--- src/rtl/conv_pkg.sv ---
package conv_pkg;

    // layer geometry
    localparam int ifm_size          = 8;
    localparam int kernel_size       = 3;
    localparam int ifm_depth         = 2;
    localparam int number_of_filters = 2;
    localparam int ofm_size          = ifm_size - kernel_size + 1;

    // data widths
    localparam int data_width = 8;
    localparam int acc_width  = 20;

    // k-1 full rows plus k pixels
    localparam int fifo_size = (kernel_size - 1) * ifm_size + kernel_size;

    localparam int datapath_latency = 4;  // conv_enable to psum write

    typedef logic signed [data_width-1:0] pixel_t;
    typedef logic signed [acc_width-1:0]  psum_t;

endpackage
--- src/rtl/conv_layer.sv ---
`timescale 1ns/1ps

module conv_layer #(
    parameter int  ifm_size          = conv_pkg::ifm_size,
    parameter int  kernel_size       = conv_pkg::kernel_size,
    parameter int  ifm_depth         = conv_pkg::ifm_depth,
    parameter int  number_of_filters = conv_pkg::number_of_filters,
    localparam int ofm_size          = ifm_size - kernel_size + 1,
    localparam int ifm_bits          = $clog2(ifm_size * ifm_size),
    localparam int wm_bits = $clog2(kernel_size * kernel_size * ifm_depth * number_of_filters),
    localparam int ofm_bits          = $clog2(number_of_filters * ofm_size * ofm_size),
    localparam int filter_bits       = (number_of_filters > 1) ? $clog2(number_of_filters) : 1,
    localparam int depth_bits        = (ifm_depth > 1) ? $clog2(ifm_depth) : 1
)(
    input  logic                clk,
    input  logic                reset,
    input  logic                start_from_previous,
    input  logic                end_from_next,
    input  conv_pkg::pixel_t    ifm_data,
    input  conv_pkg::pixel_t    wm_data,
    output logic                end_to_previous,
    output logic                start_to_next,
    output logic                ifm_enable_read,
    output logic [ifm_bits-1:0] ifm_address,
    output logic                wm_enable_read,
    output logic [wm_bits-1:0]  wm_address,
    output logic                ofm_write,
    output logic [ofm_bits-1:0] ofm_address,
    output conv_pkg::psum_t     ofm_data
);

    logic                   scan_enable;
    logic                   pass_start;
    logic                   scan_tick;
    logic                   hold_point;
    logic                   filter_tick;
    logic                   depth_tick;
    logic                   frame_written;
    logic                   conv_enable;
    logic                   psum_write;
    logic [depth_bits-1:0]  depth_index;
    logic [filter_bits-1:0] filter_index;
    logic [filter_bits-1:0] psum_address;
    logic [1:0]             channel_flags;    // first, last
    logic [1:0]             channel_flags_d;

    assign ifm_enable_read = scan_enable;
    assign channel_flags   = {depth_index == '0, depth_index == depth_bits'(ifm_depth - 1)};

    layer_fsm i_layer_fsm (
        .clk, .reset, .start_from_previous, .end_from_next,
        .scan_tick, .hold_point, .filter_tick, .depth_tick, .frame_written,
        .scan_enable, .pass_start, .end_to_previous, .start_to_next
    );

    scan_counters #(
        .ifm_size(ifm_size), .kernel_size(kernel_size),
        .ifm_depth(ifm_depth), .number_of_filters(number_of_filters)
    ) i_scan_counters (
        .clk, .reset, .scan_enable, .pass_start,
        .ifm_address, .wm_address, .wm_enable_read,
        .scan_tick, .hold_point, .filter_tick, .depth_tick,
        .depth_index, .filter_index
    );

    window_timer #(.ifm_size(ifm_size), .kernel_size(kernel_size)) i_window_timer (
        .clk, .reset, .shift_enable(scan_enable), .conv_enable
    );

    // control travels with the sum through the tree
    delay_line #(.payload_t(logic), .depth(conv_pkg::datapath_latency)) i_enable_delay (
        .clk, .reset, .data_in(conv_enable), .data_out(psum_write)
    );

    delay_line #(
        .payload_t(logic [filter_bits-1:0]), .depth(conv_pkg::datapath_latency)
    ) i_address_delay (
        .clk, .reset, .data_in(filter_index), .data_out(psum_address)
    );

    delay_line #(.payload_t(logic [1:0]), .depth(conv_pkg::datapath_latency)) i_channel_delay (
        .clk, .reset, .data_in(channel_flags), .data_out(channel_flags_d)
    );

    conv_datapath #(
        .ifm_size(ifm_size), .kernel_size(kernel_size), .number_of_filters(number_of_filters)
    ) i_conv_datapath (
        .clk, .reset, .shift_enable(scan_enable), .ifm_data,
        .weight_load(wm_enable_read), .wm_data, .conv_enable,
        .psum_write, .psum_address,
        .first_channel(channel_flags_d[1]), .last_channel(channel_flags_d[0]),
        .ofm_write, .ofm_address, .ofm_data, .frame_written
    );

endmodule

--- src/rtl/conv_datapath.sv ---
`timescale 1ns/1ps

module conv_datapath #(
    parameter int  ifm_size          = conv_pkg::ifm_size,
    parameter int  kernel_size       = conv_pkg::kernel_size,
    parameter int  number_of_filters = conv_pkg::number_of_filters,
    localparam int ofm_size          = ifm_size - kernel_size + 1,
    localparam int map_points        = ofm_size * ofm_size,
    localparam int address_bits      = $clog2(number_of_filters * map_points),
    localparam int filter_bits       = (number_of_filters > 1) ? $clog2(number_of_filters) : 1
)(
    input  logic                    clk,
    input  logic                    reset,
    input  logic                    shift_enable,
    input  conv_pkg::pixel_t        ifm_data,
    input  logic                    weight_load,
    input  conv_pkg::pixel_t        wm_data,
    input  logic                    conv_enable,
    input  logic                    psum_write,
    input  logic [filter_bits-1:0]  psum_address,
    input  logic                    first_channel,
    input  logic                    last_channel,
    output logic                    ofm_write,
    output logic [address_bits-1:0] ofm_address,
    output conv_pkg::psum_t         ofm_data,
    output logic                    frame_written
);

    localparam int fifo_size = (kernel_size - 1) * ifm_size + kernel_size;
    localparam int taps      = kernel_size * kernel_size;

    logic                          shift_valid;
    logic                          load_valid;
    logic [$clog2(map_points)-1:0] write_count;

    conv_pkg::pixel_t line_buffer [fifo_size];
    conv_pkg::pixel_t kernel      [taps];
    conv_pkg::pixel_t window_reg  [taps];
    conv_pkg::pixel_t weight_reg  [taps];
    conv_pkg::psum_t  product     [taps];
    conv_pkg::psum_t  row_sum     [kernel_size];
    conv_pkg::psum_t  window_sum;
    conv_pkg::psum_t  stored;
    conv_pkg::psum_t  new_sum;
    conv_pkg::psum_t  psum_buffer [number_of_filters * map_points];

    // memories answer one cycle after the read
    always_ff @(posedge clk or posedge reset)
    begin
        if (reset)
        begin
            shift_valid <= 1'b0;
            load_valid  <= 1'b0;
        end
        else
        begin
            shift_valid <= shift_enable;
            load_valid  <= weight_load;
        end
    end

    always_ff @(posedge clk)
    begin
        if (shift_valid)
        begin
            line_buffer[0] <= ifm_data;  // newest pixel
            for (int i = 1; i < fifo_size; i++)
                line_buffer[i] <= line_buffer[i-1];
        end
        if (load_valid)
        begin
            kernel[taps-1] <= wm_data;
            for (int i = 0; i < taps - 1; i++)
                kernel[i] <= kernel[i+1];
        end
    end

    //////////////////////////////
    // multiply and adder tree
    //////////////////////////////

    always_ff @(posedge clk)
    begin
        conv_pkg::psum_t acc;
        if (conv_enable)
        begin
            for (int r = 0; r < kernel_size; r++)
                for (int c = 0; c < kernel_size; c++)
                begin
                    window_reg[r*kernel_size+c] <=
                        line_buffer[(kernel_size-1-r)*ifm_size + (kernel_size-1-c)];
                    weight_reg[r*kernel_size+c] <= kernel[r*kernel_size+c];
                end
        end
        for (int i = 0; i < taps; i++)
            product[i] <= window_reg[i] * weight_reg[i];
        for (int r = 0; r < kernel_size; r++)
        begin
            acc = '0;
            for (int c = 0; c < kernel_size; c++)
                acc = acc + product[r*kernel_size+c];
            row_sum[r] <= acc;
        end
        acc = '0;
        for (int r = 0; r < kernel_size; r++)
            acc = acc + row_sum[r];
        window_sum <= acc;
    end

    //////////////////////////////
    // partial sums and relu
    //////////////////////////////

    assign ofm_address = address_bits'(psum_address) * address_bits'(map_points)
                       + address_bits'(write_count);
    assign stored      = first_channel ? '0 : psum_buffer[ofm_address];
    assign new_sum     = window_sum + stored;
    assign ofm_write   = psum_write && last_channel;
    assign ofm_data    = (new_sum < 0) ? '0 : new_sum;

    always_ff @(posedge clk)
    begin
        if (psum_write && !last_channel)
            psum_buffer[ofm_address] <= new_sum;
    end

    always_ff @(posedge clk or posedge reset)
    begin
        if (reset)
        begin
            write_count   <= '0;
            frame_written <= 1'b0;
        end
        else
        begin
            frame_written <= ofm_write && write_count == map_points - 1
                             && psum_address == number_of_filters - 1;
            if (psum_write)
                write_count <= (write_count == map_points - 1) ? '0 : write_count + 1'b1;
        end
    end

endmodule

--- src/rtl/window_timer.sv ---
`timescale 1ns/1ps

module window_timer #(
    parameter int ifm_size    = conv_pkg::ifm_size,
    parameter int kernel_size = conv_pkg::kernel_size
)(
    input  logic clk,
    input  logic reset,
    input  logic shift_enable,
    output logic conv_enable
);

    localparam int fifo_size = (kernel_size - 1) * ifm_size + kernel_size;
    localparam int ofm_size  = ifm_size - kernel_size + 1;

    typedef enum logic [1:0] {st_fill, st_ready, st_not_ready} timer_state_t;

    timer_state_t                   state;
    logic                           shift_valid;  // read enable at data time
    logic [$clog2(fifo_size)-1:0]   fill_count;
    logic [$clog2(ofm_size+1)-1:0]  phase_count;

    always_ff @(posedge clk or posedge reset)
    begin
        if (reset)
        begin
            shift_valid <= 1'b0;
            state       <= st_fill;
            fill_count  <= '0;
            phase_count <= '0;
        end
        else
        begin
            shift_valid <= shift_enable;
            case (state)
                st_fill:
                begin
                    // pauses while the scan is held
                    if (shift_valid && fill_count == fifo_size - 1)
                    begin
                        fill_count  <= '0;
                        phase_count <= '0;
                        state       <= st_ready;
                    end
                    else if (shift_valid)
                        fill_count <= fill_count + 1'b1;
                end
                st_ready:
                begin
                    phase_count <= phase_count + 1'b1;
                    if (!shift_valid)
                        state <= st_fill;
                    else if (phase_count == ofm_size - 1)
                    begin
                        phase_count <= '0;
                        state       <= st_not_ready;
                    end
                end
                default:
                begin
                    phase_count <= phase_count + 1'b1;
                    if (!shift_valid)
                        state <= st_fill;
                    else if (phase_count == kernel_size - 2)  // window straddles a row edge
                    begin
                        phase_count <= '0;
                        state       <= st_ready;
                    end
                end
            endcase
        end
    end

    assign conv_enable = (state == st_ready);

endmodule

--- src/rtl/scan_counters.sv ---
`timescale 1ns/1ps

module scan_counters #(
    parameter int  ifm_size          = conv_pkg::ifm_size,
    parameter int  kernel_size       = conv_pkg::kernel_size,
    parameter int  ifm_depth         = conv_pkg::ifm_depth,
    parameter int  number_of_filters = conv_pkg::number_of_filters,
    localparam int map_points        = ifm_size * ifm_size,
    localparam int taps              = kernel_size * kernel_size,
    localparam int weights           = taps * ifm_depth * number_of_filters,
    localparam int filter_bits       = (number_of_filters > 1) ? $clog2(number_of_filters) : 1,
    localparam int depth_bits        = (ifm_depth > 1) ? $clog2(ifm_depth) : 1
)(
    input  logic                          clk,
    input  logic                          reset,
    input  logic                          scan_enable,
    input  logic                          pass_start,
    output logic [$clog2(map_points)-1:0] ifm_address,
    output logic [$clog2(weights)-1:0]    wm_address,
    output logic                          wm_enable_read,
    output logic                          scan_tick,
    output logic                          hold_point,
    output logic                          filter_tick,
    output logic                          depth_tick,
    output logic [depth_bits-1:0]         depth_index,
    output logic [filter_bits-1:0]        filter_index
);

    localparam int fifo_size = (kernel_size - 1) * ifm_size + kernel_size;

    logic [filter_bits-1:0]  filter_count;
    logic [filter_bits-1:0]  filter_d1;
    logic [depth_bits-1:0]   depth_count;
    logic [depth_bits-1:0]   depth_d1;
    logic [$clog2(taps)-1:0] load_count;

    assign scan_tick   = scan_enable && ifm_address == map_points - 1;
    assign hold_point  = scan_enable && ifm_address == fifo_size - 3;  // before window fills
    assign filter_tick = scan_tick && filter_count == number_of_filters - 1;
    assign depth_tick  = scan_tick && depth_count == ifm_depth - 1;

    always_ff @(posedge clk or posedge reset)
    begin
        if (reset)
            ifm_address <= '0;
        else if (scan_tick)
            ifm_address <= '0;
        else if (scan_enable)
            ifm_address <= ifm_address + 1'b1;
    end

    // filters first, then channels
    always_ff @(posedge clk or posedge reset)
    begin
        if (reset)
        begin
            filter_count <= '0;
            depth_count  <= '0;
        end
        else if (filter_tick)
        begin
            filter_count <= '0;
            depth_count  <= depth_tick ? '0 : depth_count + 1'b1;
        end
        else if (scan_tick)
            filter_count <= filter_count + 1'b1;
    end

    // indices follow the window, two cycles behind the read
    always_ff @(posedge clk or posedge reset)
    begin
        if (reset)
        begin
            filter_d1    <= '0;
            filter_index <= '0;
            depth_d1     <= '0;
            depth_index  <= '0;
        end
        else
        begin
            filter_d1    <= filter_count;
            filter_index <= filter_d1;
            depth_d1     <= depth_count;
            depth_index  <= depth_d1;
        end
    end

    //////////////////////////////
    // weight fetch
    //////////////////////////////

    always_ff @(posedge clk or posedge reset)
    begin
        if (reset)
        begin
            wm_enable_read <= 1'b0;
            load_count     <= '0;
            wm_address     <= '0;
        end
        else
        begin
            if (pass_start)
            begin
                wm_enable_read <= 1'b1;
                load_count     <= '0;
            end
            else if (wm_enable_read)
            begin
                load_count <= load_count + 1'b1;
                if (load_count == taps - 1)
                    wm_enable_read <= 1'b0;
            end
            if (wm_enable_read)
                wm_address <= (wm_address == weights - 1) ? '0 : wm_address + 1'b1;
        end
    end

endmodule

--- src/rtl/layer_fsm.sv ---
`timescale 1ns/1ps

module layer_fsm
(
    input  logic clk,
    input  logic reset,
    input  logic start_from_previous,
    input  logic end_from_next,
    input  logic scan_tick,
    input  logic hold_point,
    input  logic filter_tick,
    input  logic depth_tick,
    input  logic frame_written,
    output logic scan_enable,
    output logic pass_start,
    output logic end_to_previous,
    output logic start_to_next
);

    typedef enum logic [1:0] {st_idle, st_read, st_finish, st_hold} pass_state_t;
    typedef enum logic {ho_free, ho_full} handoff_state_t;

    pass_state_t    state, state_next;
    handoff_state_t handoff;

    //////////////////////////////
    // pass machine
    //////////////////////////////

    always_ff @(posedge clk or posedge reset)
    begin
        if (reset)
            state <= st_idle;
        else
            state <= state_next;
    end

    always_comb
    begin
        state_next      = state;
        scan_enable     = 1'b0;
        pass_start      = 1'b0;
        end_to_previous = 1'b0;
        case (state)
            st_idle:
            begin
                end_to_previous = 1'b1;
                if (start_from_previous)
                begin
                    pass_start = 1'b1;
                    state_next = st_read;
                end
            end
            st_read:
            begin
                scan_enable = 1'b1;
                // old output still owned downstream
                if (hold_point && handoff == ho_full && !end_from_next)
                    state_next = st_hold;
                else if (filter_tick && depth_tick)
                    state_next = st_idle;  // last filter, last channel
                else if (scan_tick)
                    state_next = st_finish;
            end
            st_finish:
            begin
                pass_start = 1'b1;
                state_next = st_read;
            end
            st_hold:
            begin
                if (end_from_next)
                    state_next = st_read;
            end
            default:
                state_next = st_idle;
        endcase
    end

    //////////////////////////////
    // output handoff
    //////////////////////////////

    always_ff @(posedge clk or posedge reset)
    begin
        if (reset)
            handoff <= ho_free;
        else if (handoff == ho_free && frame_written)
            handoff <= ho_full;
        else if (handoff == ho_full && end_from_next)
            handoff <= ho_free;
    end

    assign start_to_next = (handoff == ho_full) && end_from_next;

endmodule

--- src/rtl/delay_line.sv ---
`timescale 1ns/1ps

module delay_line #(
    parameter type payload_t = logic,
    parameter int  depth     = 1
)(
    input  logic     clk,
    input  logic     reset,
    input  payload_t data_in,
    output payload_t data_out
);

    payload_t stage [depth];

    always_ff @(posedge clk or posedge reset)
    begin
        if (reset)
        begin
            for (int i = 0; i < depth; i++)
                stage[i] <= '0;
        end
        else
        begin
            stage[0] <= data_in;
            for (int i = 1; i < depth; i++)
                stage[i] <= stage[i-1];
        end
    end

    assign data_out = stage[depth-1];

endmodule

--- config.mk ---
export PLATFORM = sky130hd
export DESIGN_NAME = conv_layer
export DESIGN_NICKNAME = d
export VERILOG_FILES = /design/src/rtl/conv_pkg.sv /design/src/rtl/conv_layer.sv /design/src/rtl/conv_datapath.sv /design/src/rtl/window_timer.sv /design/src/rtl/scan_counters.sv /design/src/rtl/layer_fsm.sv /design/src/rtl/delay_line.sv
export SDC_FILE = /design/constraint.sdc
export NUM_CORES = 2
export LEC_CHECK = 0
export BUFFER_PORTS_ARGS = -buffer_cell sky130_fd_sc_hd__buf_2
export CORE_ASPECT_RATIO = 0.75
export CORE_MARGIN = 3
export CORE_UTILIZATION = 58
export DETAILED_ROUTE_END_ITERATION = 6
export GPL_TIMING_DRIVEN = 0
export PLACE_DENSITY_LB_ADDON = 0.05
export SLEW_MARGIN = 20
export SYNTH_ARGS = -nofsm -noshare
export SYNTH_HDL_FRONTEND = slang
export SYNTH_SLANG_ARGS = --single-unit
--- constraint.sdc ---
create_clock -name clk -period 8 [get_ports clk]
set_input_delay 0.8 -clock clk [delete_from_list [all_inputs] [get_ports clk]]
set_output_delay 0.8 -clock clk [all_outputs]
set_load 0.005 [all_outputs]
==> out/qor.csv <==
metric;value;unit
status;finished with violations;
failing checks;DRC, setup timing;
Final Wtd Congestion;0.939;
DIE WIDTH;483;um
relative slew slack;0.191;
Nets;8259;
# IOs;64;
Synth area leader;edfxtp_1;
max reg flops;1440;
global routing usage on met3;0.144;
share of flip-flops with an asynchronous set or reset;0.0291;
final WL;307000;um
Post-synth EDFFs;1808;
Cell Area, Placed;0.106;mm^2
Worst path top cell family by delay;compound AO/OA/AOI/OAI gates;
sequential area share after synthesis;0.609;
vias in the first global route;60097;
CP Class;reg2out;
Top Registers;i_conv_datapath.psum_buffer x1440, i_conv_datapath.line_buffer x152, i_conv_datapath.product x144;
Final Util;0.676;
part of the cycle the worst path needs;1.01;
CP max FO;21;
final slew viol count;0;
GRT Max-Usage Layer;met1;
Crit-path slowest cell;ha_2;
Max clock buf depth;3;
Synth Area in XOR/XNOR;0.0184;
per-instance average area after synthesis;14.4;um^2
HPWL Detailed;215000;um
Num CTS Buffers;194;
Synth Warn #;0;
CP max stage delay;680;ps
clock latency on the worst-skew pair;860;ps
CTS tree;yes;
crit end category;output pin;
synth top area cells;edfxtp_1 55%, fa_1 11%, ha_1 4.6%;
Synth Flop Type;edfxtp_1;
hold crit path type;in2reg;
drt wl/cell;31.5;um
Crit path required time;7200;ps
Synth Area in Simple Gates;0.0690;
CTS root buf;clkbuf_16;
core area;0.169;mm^2
post-synth cell types;86;
Yosys reg bits;2093;
cell area after synthesis;0.0990;mm^2
CP Data Arrival Time;7240;ps
Synth Instances;6886;
via count;62917;
Initial Util;0.587;
# fillers;11699;
grt met2 use;0.468;
first-pass GRT wire length;434000;um
Synth Area in Adders;0.160;
fin crit period;8040;ps
post-synthesis compound-gate area fraction;0.0871;
Critical Path, Cell by Cell;ha_4 -> ha_2 -> clkbuf_2 -> clkbuf_2 -> o21ai_2 -> o211ai_1 -> o21ai_4 -> a221oi_4 -> ha_4 -> a21oi_2 -> o211ai_1 -> a211o_1 -> a21o_2 -> o221ai_4 -> o21ai_4 -> a31oi_4 -> xnor2_4 -> buf_16 -> nor3_4 -> buf_2;
startpoint types;register;
port bufs;62;
mean number of vias per cell;6.46;
commonest cells in the netlist;1808 x edfxtp_1, 820 x inv_1, 567 x fa_1, 389 x and2_1, 360 x ha_1;
met1 Usage GRT;0.512;
highest clock rate;124;MHz
Layout Skew;56.2;ps
grt total ovfl;0;
drt first pass iters;7;
mux share of post-synthesis cell area;0.0144;
Die H;364;um
Std-Cell Rows;130;
1st-iter DRT viols;10268;
total clock sinks;2093;
Layout Cell Area excl Fill;0.114;mm^2
Total GRT Usage;0.347;
largest net degree at the start of global routing;74;
Fin Setup TNS;-42.1;ps
post-route ant nets;0;
antenna violations before repair;19;
drt drc;4;
Slew @ Worst Pin;1210;ps
main combinational cell family by area after synthesis;adder cells;
FF+latch area;0.0603;mm^2
area of the multi-input gates;0.0360;mm^2
worst path bufs/invs;4;
CTS H-tree lvls;4;
post-synth top area share;0.548;
most numerous cell in the Yosys netlist;edfxtp_1;
Mapped Nets;7833;
Final Worst Setup Slack;-42.1;ps
die area;0.176;mm^2
area growth from synthesis to layout;15.1;%
max_cap viols;0;
Biggest register;i_conv_datapath.psum_buffer;
share of layout cells above drive strength 1;0.131;
final setup fails;1;
number of failing hold endpoints at the final stage;0;
CTS clk-pin slew, worst paths;60;ps
layer usage:
metal  routed length [um]  share of wire  up-vias
li1                     -              -    25793
met1               122000           0.40    31504
met2               122000           0.40     4815
met3                50800           0.17      795
met4                12000          0.039       10
met5                  117        0.00038        -
logic make-up after synthesis:
family	Yosys count
simple gates	1310
compound gates	1186
mux	126
fa+ha+maj	927
flops	2093
xor+xnor	206
buf+inv	1037
other cells	1
placed cells by master, fill, tap and decap left out, drive strengths merged, types with 178 or more instances in the layout:
cell,n
edfxtp,1808
inv,833
fa,567
and2,389
ha,360
buf,359
clkbuf,335
a22oi,310
nand2,265
nor2,243
dfxtp,224
o21ai,178
worst paths after layout:
path                       slack, ps                                       endpoint                                       start  depth (start not counted)
min reg2reg                      350             i_channel_delay.stage[5]$_DFF_PP0_          i_channel_delay.stage[7]$_DFF_PP0_                          0
max in group asynchronous       7090           i_window_timer.shift_valid$_DFF_PP0_                                       reset                          4
max reg2reg                     1100  i_conv_datapath.psum_buffer[39][18]$_DFFE_PP_  i_conv_datapath.write_count[1]$_DFFE_PP0P_                         22
min in group asynchronous        400      i_scan_counters.wm_address[3]$_DFFE_PP0P_                                       reset                          3
min                              140        i_conv_datapath.kernel[0][64]$_DFFE_PP_                                  wm_data[0]                          1
max                              -40                                   ofm_data[16]          i_address_delay.data_out$_DFF_PP0_                         20
area by class of cell:
cell class,count,area share
antenna,11,0.000241
buffer,210,0.0159
clock buffer,257,0.0469
clock inverter,106,0.0101
inverter,824,0.0272
multi-input combinational,3760,0.316
sequential,2093,0.529
tap,2244,0.0246
timing repair buffer,229,0.0297
worst register-to-register path: cells and delay by family, from the launching register on:
family	cells	cell delay, ps
AO/OA/AOI/OAI	10	2360
adder cells (fa/ha/maj)	2	520
buffers and inverters	3	1130
flip-flops	1	410
multiplexers	2	830
AND/OR/NAND/NOR	5	1320
through the flow:
stage / instances / setup WS, ps / hold slack (ps)
after floorplan: 6886 / 419 / 331
after global placement: 9192 / -5500 / 332
after detailed placement: 9328 / -1970 / 335
after CTS: 9699 / -1.51 / 95.3
after global routing: 9723 / -69.3 / 115
final: 9734 / -42.1 / 145
timing repair:
action                                  in CTS  in global routing
gates resized for setup                    305                128
setup buffers                                7                 21
hold buffers                                 1                  0
endpoints found under the setup margin     703                 19
cloned                                       3                  3
pin swaps                                   23                 32
endpoints found under the hold margin        8                  0
Power is left out: the tool's default activity adds up to more than one toggle a clock period on the data nets, which glitch-free logic cannot reach.
